==> src/bam_avmm_pkg.sv <==
package bam_avmm_pkg;

  // --------------------
  // data path widths
  // --------------------
  localparam int ADDR_W   = 32;
  localparam int DATA_W   = 64;
  localparam int BE_W     = DATA_W / 8;
  localparam int WORD_LSB = 3;

  // burst and window limits
  localparam int BCNT_W      = 4;
  localparam int MAX_BURST   = 8;
  localparam int WINDOW_BITS = 12;

  // completion buffer sizing
  localparam int CPL_DEPTH = 32;
  localparam int CPL_AW    = 5;
  localparam int CREDIT_W  = 6;

  // fill word returned for reads outside the window
  localparam logic [DATA_W-1:0] POISON_DATA = {2{32'hDEAD0ADD}};

  // --------------------
  // types
  // --------------------
  typedef enum logic [1:0] {
    FETCH_IDLE,
    FETCH_POP,
    FETCH_WR,
    FETCH_RD
  } fetch_state_e;

  // command FIFO entry, byteenable only applies to reads
  typedef struct packed {
    logic              is_write;
    logic [ADDR_W-1:0] address;
    logic [BE_W-1:0]   byteenable;
    logic [BCNT_W-1:0] burstcount;
  } bam_cmd_t;

  typedef struct packed {
    logic [BE_W-1:0]   byteenable;
    logic [DATA_W-1:0] data;
  } wr_beat_t;

  typedef struct packed {
    logic     wr_beat;
    logic     rd_strobe;
    wr_beat_t beat;
    bam_cmd_t cmd;
  } issue_req_t;

  typedef struct packed {
    logic              rd_strobe;
    logic              blocked;
    logic [BCNT_W-1:0] burstcount;
  } rd_issue_t;

  typedef struct packed {
    logic              err;
    logic [DATA_W-1:0] data;
  } cpl_entry_t;

endpackage

==> src/bam_avmm_issue.sv <==
`timescale 1ns/1ps

module bam_avmm_issue import bam_avmm_pkg::*; (
  input  logic              clk,
  input  logic              srst_reg,
  input  issue_req_t        issue_i,
  output logic              avm_write_o,
  output logic              avm_read_o,
  output logic [ADDR_W-1:0] avm_address_o,
  output logic [DATA_W-1:0] avm_writedata_o,
  output logic [BE_W-1:0]   avm_byteenable_o,
  output logic [BCNT_W-1:0] avm_burstcount_o,
  output rd_issue_t         rd_issue_o
);

  logic              wr_q;
  logic              rd_q;
  logic              blocked_q;
  logic              out_of_range;
  logic [ADDR_W-1:0] addr_q;
  logic [BCNT_W-1:0] bcnt_q;
  logic [DATA_W-1:0] wdata_q;
  logic [BE_W-1:0]   be_q;

  // any address bit above the window is an illegal target
  assign out_of_range = |issue_i.cmd.address[ADDR_W-1:WINDOW_BITS];

  // --------------------
  // strobe stage
  // --------------------
  always_ff @(posedge clk) begin
    if (srst_reg) begin
      wr_q      <= 1'b0;
      rd_q      <= 1'b0;
      blocked_q <= 1'b0;
    end else begin
      wr_q      <= issue_i.wr_beat;
      rd_q      <= issue_i.rd_strobe;
      blocked_q <= out_of_range;
    end
  end

  // --------------------
  // payload stage
  // --------------------
  always_ff @(posedge clk) begin
    addr_q  <= {issue_i.cmd.address[ADDR_W-1:WORD_LSB], {WORD_LSB{1'b0}}};
    bcnt_q  <= issue_i.cmd.burstcount;
    wdata_q <= issue_i.beat.data;
    // reads carry their enables in the command, writes per beat
    be_q    <= issue_i.rd_strobe ? issue_i.cmd.byteenable : issue_i.beat.byteenable;
  end

  assign avm_write_o      = wr_q & ~blocked_q;
  assign avm_read_o       = rd_q & ~blocked_q;
  assign avm_address_o    = addr_q;
  assign avm_burstcount_o = bcnt_q;
  assign avm_writedata_o  = blocked_q ? '0 : wdata_q;
  assign avm_byteenable_o = blocked_q ? '0 : be_q;

  // buffer still needs blocked reads to produce poison entries
  assign rd_issue_o.rd_strobe  = rd_q;
  assign rd_issue_o.blocked    = blocked_q;
  assign rd_issue_o.burstcount = bcnt_q;

endmodule

==> src/bam_avmm_top.sv <==
`timescale 1ns/1ps

module bam_avmm_top import bam_avmm_pkg::*; (
  input  logic              clk,
  input  logic              srst_reg,
  // command and data FIFOs
  input  logic              cmd_fifo_empty_i,
  input  bam_cmd_t          cmd_fifo_rdata_i,
  output logic              cmd_fifo_rreq_o,
  input  wr_beat_t          data_fifo_rdata_i,
  output logic              data_fifo_rreq_o,
  // Avalon-MM master
  output logic              avm_write_o,
  output logic              avm_read_o,
  output logic [ADDR_W-1:0] avm_address_o,
  output logic [DATA_W-1:0] avm_writedata_o,
  output logic [BE_W-1:0]   avm_byteenable_o,
  output logic [BCNT_W-1:0] avm_burstcount_o,
  input  logic              avm_waitrequest_i,
  input  logic [DATA_W-1:0] avm_readdata_i,
  input  logic              avm_readdatavalid_i,
  input  logic [1:0]        avm_response_i,
  // completion consumer
  input  logic              cpl_rdreq_i,
  output logic              cpl_valid_o,
  output cpl_entry_t        cpl_rdata_o
);

  issue_req_t issue_req;
  rd_issue_t  rd_issue;
  logic       credit_ok;

  bam_cmd_fetch u_fetch (
    .clk               (clk),
    .srst_reg          (srst_reg),
    .cmd_fifo_empty_i  (cmd_fifo_empty_i),
    .cmd_fifo_rdata_i  (cmd_fifo_rdata_i),
    .data_fifo_rdata_i (data_fifo_rdata_i),
    .avm_waitrequest_i (avm_waitrequest_i),
    .credit_ok_i       (credit_ok),
    .cmd_fifo_rreq_o   (cmd_fifo_rreq_o),
    .data_fifo_rreq_o  (data_fifo_rreq_o),
    .issue_o           (issue_req)
  );

  bam_avmm_issue u_issue (
    .clk              (clk),
    .srst_reg         (srst_reg),
    .issue_i          (issue_req),
    .avm_write_o      (avm_write_o),
    .avm_read_o       (avm_read_o),
    .avm_address_o    (avm_address_o),
    .avm_writedata_o  (avm_writedata_o),
    .avm_byteenable_o (avm_byteenable_o),
    .avm_burstcount_o (avm_burstcount_o),
    .rd_issue_o       (rd_issue)
  );

  bam_cpl_buffer u_cpl (
    .clk                 (clk),
    .srst_reg            (srst_reg),
    .rd_issue_i          (rd_issue),
    .avm_readdata_i      (avm_readdata_i),
    .avm_readdatavalid_i (avm_readdatavalid_i),
    .avm_response_i      (avm_response_i),
    .cpl_rdreq_i         (cpl_rdreq_i),
    .cpl_valid_o         (cpl_valid_o),
    .cpl_rdata_o         (cpl_rdata_o),
    .credit_ok_o         (credit_ok)
  );

endmodule

==> src/bam_cmd_fetch.sv <==
`timescale 1ns/1ps

module bam_cmd_fetch import bam_avmm_pkg::*; (
  input  logic       clk,
  input  logic       srst_reg,
  input  logic       cmd_fifo_empty_i,
  input  bam_cmd_t   cmd_fifo_rdata_i,
  input  wr_beat_t   data_fifo_rdata_i,
  input  logic       avm_waitrequest_i,
  input  logic       credit_ok_i,
  output logic       cmd_fifo_rreq_o,
  output logic       data_fifo_rreq_o,
  output issue_req_t issue_o
);

  fetch_state_e      state_q;
  fetch_state_e      state_d;
  logic              cmd_avail_reg;
  logic              wait_req_reg;
  logic              credit_ok_reg;
  logic              idle_settled;
  logic [BCNT_W-1:0] beat_cnt;
  bam_cmd_t          cmd_reg;

  // --------------------
  // input sampling
  // --------------------
  always_ff @(posedge clk) begin
    if (srst_reg) begin
      cmd_avail_reg <= 1'b0;
      wait_req_reg  <= 1'b1;
      credit_ok_reg <= 1'b0;
      idle_settled  <= 1'b0;
    end else begin
      cmd_avail_reg <= ~cmd_fifo_empty_i;
      wait_req_reg  <= avm_waitrequest_i;
      credit_ok_reg <= credit_ok_i;
      // first idle cycle after a command sees stale fifo and credit levels
      idle_settled  <= (state_q == FETCH_IDLE);
    end
  end

  // --------------------
  // command FSM
  // --------------------
  always_ff @(posedge clk) begin
    if (srst_reg) begin
      state_q <= FETCH_IDLE;
    end else begin
      state_q <= state_d;
    end
  end

  always_comb begin
    state_d = state_q;
    case (state_q)
      FETCH_IDLE: begin
        if (idle_settled && cmd_avail_reg && !wait_req_reg && credit_ok_reg) begin
          state_d = FETCH_POP;
        end
      end
      // direction comes straight from the fifo head
      FETCH_POP: begin
        state_d = cmd_fifo_rdata_i.is_write ? FETCH_WR : FETCH_RD;
      end
      FETCH_WR: begin
        if (beat_cnt == BCNT_W'(1)) begin
          state_d = FETCH_IDLE;
        end
      end
      FETCH_RD: begin
        state_d = FETCH_IDLE;
      end
      default: begin
        state_d = FETCH_IDLE;
      end
    endcase
  end

  // remaining write beats of the current burst
  always_ff @(posedge clk) begin
    if (srst_reg) begin
      beat_cnt <= '0;
    end else if (state_q == FETCH_POP) begin
      beat_cnt <= cmd_fifo_rdata_i.burstcount;
    end else if (state_q == FETCH_WR) begin
      beat_cnt <= beat_cnt - BCNT_W'(1);
    end
  end

  // held for the whole command
  always_ff @(posedge clk) begin
    if (state_q == FETCH_POP) begin
      cmd_reg <= cmd_fifo_rdata_i;
    end
  end

  assign cmd_fifo_rreq_o  = (state_q == FETCH_POP);
  assign data_fifo_rreq_o = (state_q == FETCH_WR);

  assign issue_o.wr_beat   = (state_q == FETCH_WR);
  assign issue_o.rd_strobe = (state_q == FETCH_RD);
  assign issue_o.beat      = data_fifo_rdata_i;
  assign issue_o.cmd       = cmd_reg;

endmodule

==> src/bam_cpl_buffer.sv <==
`timescale 1ns/1ps

module bam_cpl_buffer import bam_avmm_pkg::*; (
  input  logic              clk,
  input  logic              srst_reg,
  input  rd_issue_t         rd_issue_i,
  input  logic [DATA_W-1:0] avm_readdata_i,
  input  logic              avm_readdatavalid_i,
  input  logic [1:0]        avm_response_i,
  input  logic              cpl_rdreq_i,
  output logic              cpl_valid_o,
  output cpl_entry_t        cpl_rdata_o,
  output logic              credit_ok_o
);

  logic                beat_valid_q;
  cpl_entry_t          beat_q;
  logic [CREDIT_W-1:0] poison_cnt;
  logic [CREDIT_W-1:0] poison_add;
  logic                poison_wr;
  logic                wr_en;
  cpl_entry_t          wr_entry;
  logic [CPL_AW-1:0]   wr_ptr;
  logic [CPL_AW-1:0]   rd_ptr;
  logic [CREDIT_W-1:0] outstanding;
  logic [CREDIT_W-1:0] out_add;
  logic [CREDIT_W:0]   credit_need;
  cpl_entry_t          cpl_mem [CPL_DEPTH];

  // --------------------
  // read beat capture
  // --------------------
  always_ff @(posedge clk) begin
    if (srst_reg) begin
      beat_valid_q <= 1'b0;
    end else begin
      beat_valid_q <= avm_readdatavalid_i;
    end
  end

  always_ff @(posedge clk) begin
    beat_q.data <= avm_readdata_i;
    beat_q.err  <= |avm_response_i;
  end

  // --------------------
  // poison fill
  // --------------------
  assign poison_add = (rd_issue_i.rd_strobe && rd_issue_i.blocked) ?
                      CREDIT_W'(rd_issue_i.burstcount) : '0;

  // slave beats have priority, poison takes the gaps
  assign poison_wr = !beat_valid_q && (poison_cnt != '0);

  always_ff @(posedge clk) begin
    if (srst_reg) begin
      poison_cnt <= '0;
    end else begin
      poison_cnt <= poison_cnt + poison_add - CREDIT_W'(poison_wr);
    end
  end

  always_comb begin
    if (beat_valid_q) begin
      wr_entry = beat_q;
    end else begin
      wr_entry.err  = 1'b1;
      wr_entry.data = POISON_DATA;
    end
  end

  assign wr_en       = beat_valid_q | poison_wr;
  assign cpl_valid_o = wr_en;

  // --------------------
  // completion RAM
  // --------------------
  always_ff @(posedge clk) begin
    if (wr_en) begin
      cpl_mem[wr_ptr] <= wr_entry;
    end
  end

  always_ff @(posedge clk) begin
    if (srst_reg) begin
      wr_ptr <= '0;
      rd_ptr <= '0;
    end else begin
      if (wr_en) begin
        wr_ptr <= wr_ptr + CPL_AW'(1);
      end
      if (cpl_rdreq_i) begin
        rd_ptr <= rd_ptr + CPL_AW'(1);
      end
    end
  end

  // head entry is shown ahead of the read request
  assign cpl_rdata_o = cpl_mem[rd_ptr];

  // --------------------
  // credit monitor
  // --------------------
  assign out_add = rd_issue_i.rd_strobe ? CREDIT_W'(rd_issue_i.burstcount) : '0;

  always_ff @(posedge clk) begin
    if (srst_reg) begin
      outstanding <= '0;
    end else begin
      outstanding <= outstanding + out_add - CREDIT_W'(cpl_rdreq_i);
    end
  end

  // count a read in its strobe cycle, so the fetch side sees it in time
  assign credit_need = {1'b0, outstanding} + {1'b0, out_add} + (CREDIT_W + 1)'(MAX_BURST);
  assign credit_ok_o = (credit_need <= (CREDIT_W + 1)'(CPL_DEPTH));

endmodule

==> config.mk <==
export PLATFORM = sky130hd
export DESIGN_NAME = bam_avmm_top
export DESIGN_NICKNAME = d
export VERILOG_FILES = /design/src/bam_avmm_pkg.sv /design/src/bam_avmm_issue.sv /design/src/bam_avmm_top.sv /design/src/bam_cmd_fetch.sv /design/src/bam_cpl_buffer.sv
export SDC_FILE = /design/constraint.sdc
export NUM_CORES = 2
export LEC_CHECK = 0
export ABC_AREA = 0
export BUFFER_PORTS_ARGS = -buffer_cell sky130_fd_sc_hd__clkbuf_2
export CORE_MARGIN = 2
export CORE_UTILIZATION = 45
export DETAILED_ROUTE_END_ITERATION = 8
export SYNTH_ARGS = -nofsm -noshare
export SYNTH_HDL_FRONTEND = slang
export SYNTH_SLANG_ARGS = --single-unit
==> constraint.sdc <==
create_clock -name clk -period 4.3 [get_ports clk]
set_input_delay 0.86 -clock clk [delete_from_list [all_inputs] [get_ports clk]]
set_output_delay 0.86 -clock clk [all_outputs]
set_load 0.01 [all_outputs]
==> impl_summary.log <==
[metrics] Syn Inst Count: 4371
[metrics] final hold viol count: 0
[metrics] flop and latch count out of synthesis: 2332
[metrics] H-tree lvl count: 4
[metrics] share of layout cells above drive strength 1: 24.49%
[metrics] total of buffers placed on input and output ports: 360
[metrics] area used by sequential logic in the layout: 67930 um2
[metrics] chip height: 444.6 um
[metrics] run status: finished, violations left
[metrics] Die X-Extent: 444.6 um
[metrics] iteration count of the initial detailed-routing pass: 5
[metrics] post-route clock period utilization: 100.0%
[metrics] number of flops mapped to enable cells by yosys: 2121
[metrics] fill cell total of the finished layout: 15.09k
[metrics] share of synthesized cell area in full adder, half adder and majority cells: 0.5845%
[metrics] main combinational cell family by area after synthesis: multiplexers
[metrics] peak clock frequency supported by timing: 0.2325 GHz
[metrics] Synth Warn #: 0
[metrics] most flop-heavy register: u_cpl.cpl_mem
[metrics] xor and xnor area share after synthesis: 0.1705%
[metrics] violations in the final reports: setup timing
[metrics] arrival time reported for the critical path endpoint: 3440 ps
[metrics] number of antenna violations at the first check in global routing: 6
[metrics] Post-Layout Cell Count: 7655
[metrics] clock transition at the register clock pins on the worst setup and hold paths after CTS: 60 ps
[metrics] most frequently used flop master after synthesis: sky130_fd_sc_hd__edfxtp_1
[metrics] actual slew at the worst max-slew pin: 1217 ps
[metrics] shortest clock period the worst path allows after layout: 4301 ps
[metrics] via count of the first global-routing pass: 44.51k
[metrics] post-synthesis instance area: 87340 um2
[metrics] Final ANT Viol Nets: 0
[metrics] areal power density over the cells: 503.4 nW/um2
[metrics] Hold Crit Class: input pin to flip-flop
[metrics] number of standard-cell rows in the floorplan: 161
[metrics] vias per cell: 5.675
[metrics] total global routing track utilization: 21.93%
[metrics] setup slack at placement: 573.7 ps
[metrics] wire length of the first global-routing pass: 311100 um
[metrics] DR WL/cell: 28.59 um
[metrics] synthesis-to-finish area growth: 15.69%
[metrics] gpl congestion: 0.7597
[metrics] TritonCTS sink count: 2332
[metrics] category of the worst setup path capture point: output port
[metrics] pin count of the biggest net entering global routing: 67
[metrics] total clock buffers created by CTS: 230
[metrics] maximum count of clock buffers along a single path: 3
[metrics] DR DRC count: 0
[metrics] starting utilization of the core area: 45.30%
[metrics] total area of multi-input combinational cells: 18360 um2
[metrics] simple-gate share of the synthesized area: 3.143%
[metrics] IO Pins: 367
[metrics] number of distinct library cell variants in the gate-level netlist after synthesis: 49
[metrics] total global routing overflow: 0
[metrics] final layout net count: 5155
[metrics] Top Registers: u_cpl.cpl_mem: 2080 flops, u_cpl.beat_q: 65 flops, u_issue.wdata_q: 64 flops
[metrics] mux contribution to synthesized area: 13.60%
[metrics] maximum fanout encountered on the critical timing path: 11
[metrics] clk_lat worst skew: 850 ps
[metrics] headroom to the max-slew limit: 18.87%
[metrics] number of DRC violations after detailed-routing iteration 0: 4521
[metrics] Fin Hold WS: 105.9 ps
[metrics] area of the die: 197600 um2
[metrics] max FFs per register: 2080
[metrics] crit path kind: flip-flop to output port
[metrics] sum of net half-perimeters after detailed placement: 117900 um
[metrics] number of setup violations in the final report: 1
[metrics] proportion of register bits with asynchronous set or reset after synthesis: 0%
[metrics] Clk Tree Root Cell: sky130_fd_sc_hd__clkbuf_16
[metrics] type of element launching the critical path: flip-flop
[metrics] area fraction in compound gates after synthesis: 3.103%
[metrics] Leakage: 32.19 nW
[metrics] register area share after synthesis: 77.76%
[metrics] placed cells: 7201
[metrics] CTS tree: yes
[metrics] Final Routed Wirelength: 218800 um
[metrics] synthesized area divided by synthesized cell count: 19.98 um2
[metrics] count of max-cap constraint violations: 0
[metrics] area inside the core boundary: 192800 um2
[metrics] worst vdd rail ir drop: 0.0007465 V
[metrics] required time of the worst setup path: 3440 ps
[metrics] worst clock skew: 25.38 ps
[metrics] number of pins exceeding their max-slew limit in the final report: 0
[metrics] via count: 43.44k
[metrics] Worst Slack Setup Final: -0.8535 ps
-- cell usage in the layout, fill, tap and decap left out, types with 30 or more instances in the layout --
master | netlist | routed
sky130_fd_sc_hd__clkinv_2 | 0 | 32
sky130_fd_sc_hd__nand2b_1 | 43 | 42
sky130_fd_sc_hd__mux4_2 | 313 | 313
sky130_fd_sc_hd__a21oi_1 | 77 | 75
sky130_fd_sc_hd__buf_4 | 29 | 126
sky130_fd_sc_hd__nand2_1 | 79 | 78
sky130_fd_sc_hd__nor2b_1 | 93 | 91
sky130_fd_sc_hd__buf_12 | 0 | 57
sky130_fd_sc_hd__nand4_1 | 36 | 36
sky130_fd_sc_hd__clkinv_1 | 0 | 58
sky130_fd_sc_hd__mux2i_1 | 472 | 472
sky130_fd_sc_hd__a22oi_1 | 211 | 210
sky130_fd_sc_hd__and2_1 | 33 | 30
sky130_fd_sc_hd__edfxtp_1 | 2121 | 2121
sky130_fd_sc_hd__nand3_1 | 85 | 85
sky130_fd_sc_hd__nor2_4 | 0 | 35
sky130_fd_sc_hd__clkbuf_2 | 0 | 360
sky130_fd_sc_hd__clkbuf_16 | 0 | 234
sky130_fd_sc_hd__and3_1 | 33 | 33
sky130_fd_sc_hd__nor2_1 | 76 | 41
sky130_fd_sc_hd__inv_1 | 43 | 42
sky130_fd_sc_hd__clkbuf_1 | 87 | 68
sky130_fd_sc_hd__ha_1 | 36 | 35
sky130_fd_sc_hd__dfxtp_1 | 211 | 204
-- cells in the mapped netlist, types with 2 or more instances --
| library cell | instances | area [um2] |
|---|---|---|
| sky130_fd_sc_hd__nor3_1 | 17 | 85.08 |
| sky130_fd_sc_hd__nor4_1 | 6 | 37.54 |
| sky130_fd_sc_hd__mux4_2 | 313 | 7049 |
| sky130_fd_sc_hd__fa_1 | 3 | 60.06 |
| sky130_fd_sc_hd__and2_1 | 33 | 206.5 |
| sky130_fd_sc_hd__o211ai_1 | 3 | 22.52 |
| sky130_fd_sc_hd__nand2_1 | 79 | 296.5 |
| sky130_fd_sc_hd__a22oi_1 | 211 | 1584 |
| sky130_fd_sc_hd__a311oi_1 | 2 | 17.52 |
| sky130_fd_sc_hd__o21ai_0 | 7 | 35.03 |
| sky130_fd_sc_hd__nand3b_1 | 4 | 30.03 |
| sky130_fd_sc_hd__edfxtp_1 | 2121 | 63690 |
| sky130_fd_sc_hd__xnor2_1 | 6 | 52.55 |
| sky130_fd_sc_hd__a21o_1 | 3 | 22.52 |
| sky130_fd_sc_hd__nor3b_1 | 2 | 15.01 |
| sky130_fd_sc_hd__and3_1 | 33 | 206.5 |
| sky130_fd_sc_hd__or2_2 | 4 | 25.02 |
| sky130_fd_sc_hd__a211oi_1 | 2 | 15.01 |
| sky130_fd_sc_hd__nand3_1 | 85 | 425.4 |
| sky130_fd_sc_hd__buf_2 | 89 | 445.4 |
| sky130_fd_sc_hd__o22ai_1 | 22 | 137.6 |
| sky130_fd_sc_hd__inv_1 | 43 | 161.4 |
| sky130_fd_sc_hd__a21oi_1 | 77 | 385.4 |
| sky130_fd_sc_hd__a31oi_1 | 17 | 106.4 |
| sky130_fd_sc_hd__clkbuf_1 | 87 | 326.6 |
| sky130_fd_sc_hd__dfxtp_1 | 211 | 4224 |
| sky130_fd_sc_hd__buf_1 | 14 | 52.55 |
| sky130_fd_sc_hd__buf_6 | 20 | 225.2 |
| sky130_fd_sc_hd__nor2b_1 | 93 | 581.8 |
| sky130_fd_sc_hd__nor2_1 | 76 | 285.3 |
| sky130_fd_sc_hd__mux2_2 | 9 | 101.4 |
| sky130_fd_sc_hd__xor2_1 | 11 | 96.34 |
| sky130_fd_sc_hd__mux2i_1 | 472 | 4725 |
| sky130_fd_sc_hd__o221ai_1 | 15 | 131.4 |
| sky130_fd_sc_hd__ha_1 | 36 | 450.4 |
| sky130_fd_sc_hd__nand2b_1 | 43 | 269.0 |
| sky130_fd_sc_hd__a22o_1 | 27 | 236.5 |
| sky130_fd_sc_hd__buf_4 | 29 | 217.7 |
| sky130_fd_sc_hd__nand4_1 | 36 | 225.2 |
-- cells by family (layout without fill, tap and decap cells) --
| logic type | count (synthesis) | count (layout) |
|---|---|---|
| other | 1 | 8 |
| buffers and inverters | 282 | 1033 |
| adder cells (fa/ha/maj) | 39 | 39 |
| AO/OA/AOI/OAI | 388 | 388 |
| XOR/XNOR | 17 | 17 |
| AND/OR/NAND/NOR | 518 | 518 |
| multiplexers | 794 | 794 |
| flip-flops | 2332 | 2332 |
-- report_power, final --
part	total (mW)	switching (mW)	internal [mW]
registers	26.3	0.307	25.9
logic	5.38	3.47	1.91
clock network	19.2	8.33	10.9
-- worst max-delay path, cell delays in order (launching register included) --
cell and delay (ps):
sky130_fd_sc_hd__dfxtp_4 360, sky130_fd_sc_hd__clkbuf_4 190, sky130_fd_sc_hd__buf_4 150, sky130_fd_sc_hd__nor2_4 400
sky130_fd_sc_hd__buf_4 310, sky130_fd_sc_hd__a22oi_1 100, sky130_fd_sc_hd__a31oi_1 370, sky130_fd_sc_hd__o221ai_1 420
sky130_fd_sc_hd__clkbuf_2 250
-- routing by layer --
| metal | GRT usage, % | routed length [um] |
|---|---|---|
| met5 | 0 | 11 |
| met4 | 6.101 | 5332 |
| met3 | 4.366 | 15180 |
| met2 | 36.10 | 107600 |
| met1 | 29.89 | 90660 |
-- area by class of cell --
class | instances | share of cell area [%]
diodes | 5 | 0.01238
clock buffers | 309 | 6.143
clock inverters | 120 | 0.9621
inverters | 43 | 0.1597
multi-input cells | 1759 | 18.17
flip-flops and latches | 2332 | 67.23
well taps | 2526 | 3.128
repair buffers | 561 | 4.192
-- final timing paths --
| path | slack, ps | end | startpoint | cells after the start |
|---|---|---|---|---|
| max | -0.9 | cpl_rdata_o[61] | flip-flop | 8 |
| min | 110 | u_cpl.beat_q[35] | avm_readdata_i[35] | 1 |
| max reg2reg | 1310 | u_cpl.cpl_mem[10][22] | u_cpl.beat_valid_q | 3 |
| min reg2reg | 340 | u_issue.avm_address_o[4] | u_fetch.issue_o[16] | 0 |
-- repair_timing --
item	CTS	global route
hold buffers	0	0
cloned	2	0
buffers inserted	6	12
pin swaps	0	1
endpoints found under the setup margin	61	8
resized for setup	25	4
-- per-stage QoR --
stage	total power [mW]	area [um2]	utilization [%]	TNS [ps]
after floorplan	29.73	87350	-	-283830
after global placement	32.04	93430	48.47	0
after detailed placement	32.12	93430	48.47	0
after CTS	51.30	100900	52.34	0
after global routing	52.59	101000	52.41	-10.26
final	50.86	101000	52.41	-0.8535
No activity file was read; power rests on OpenSTA's default activity.
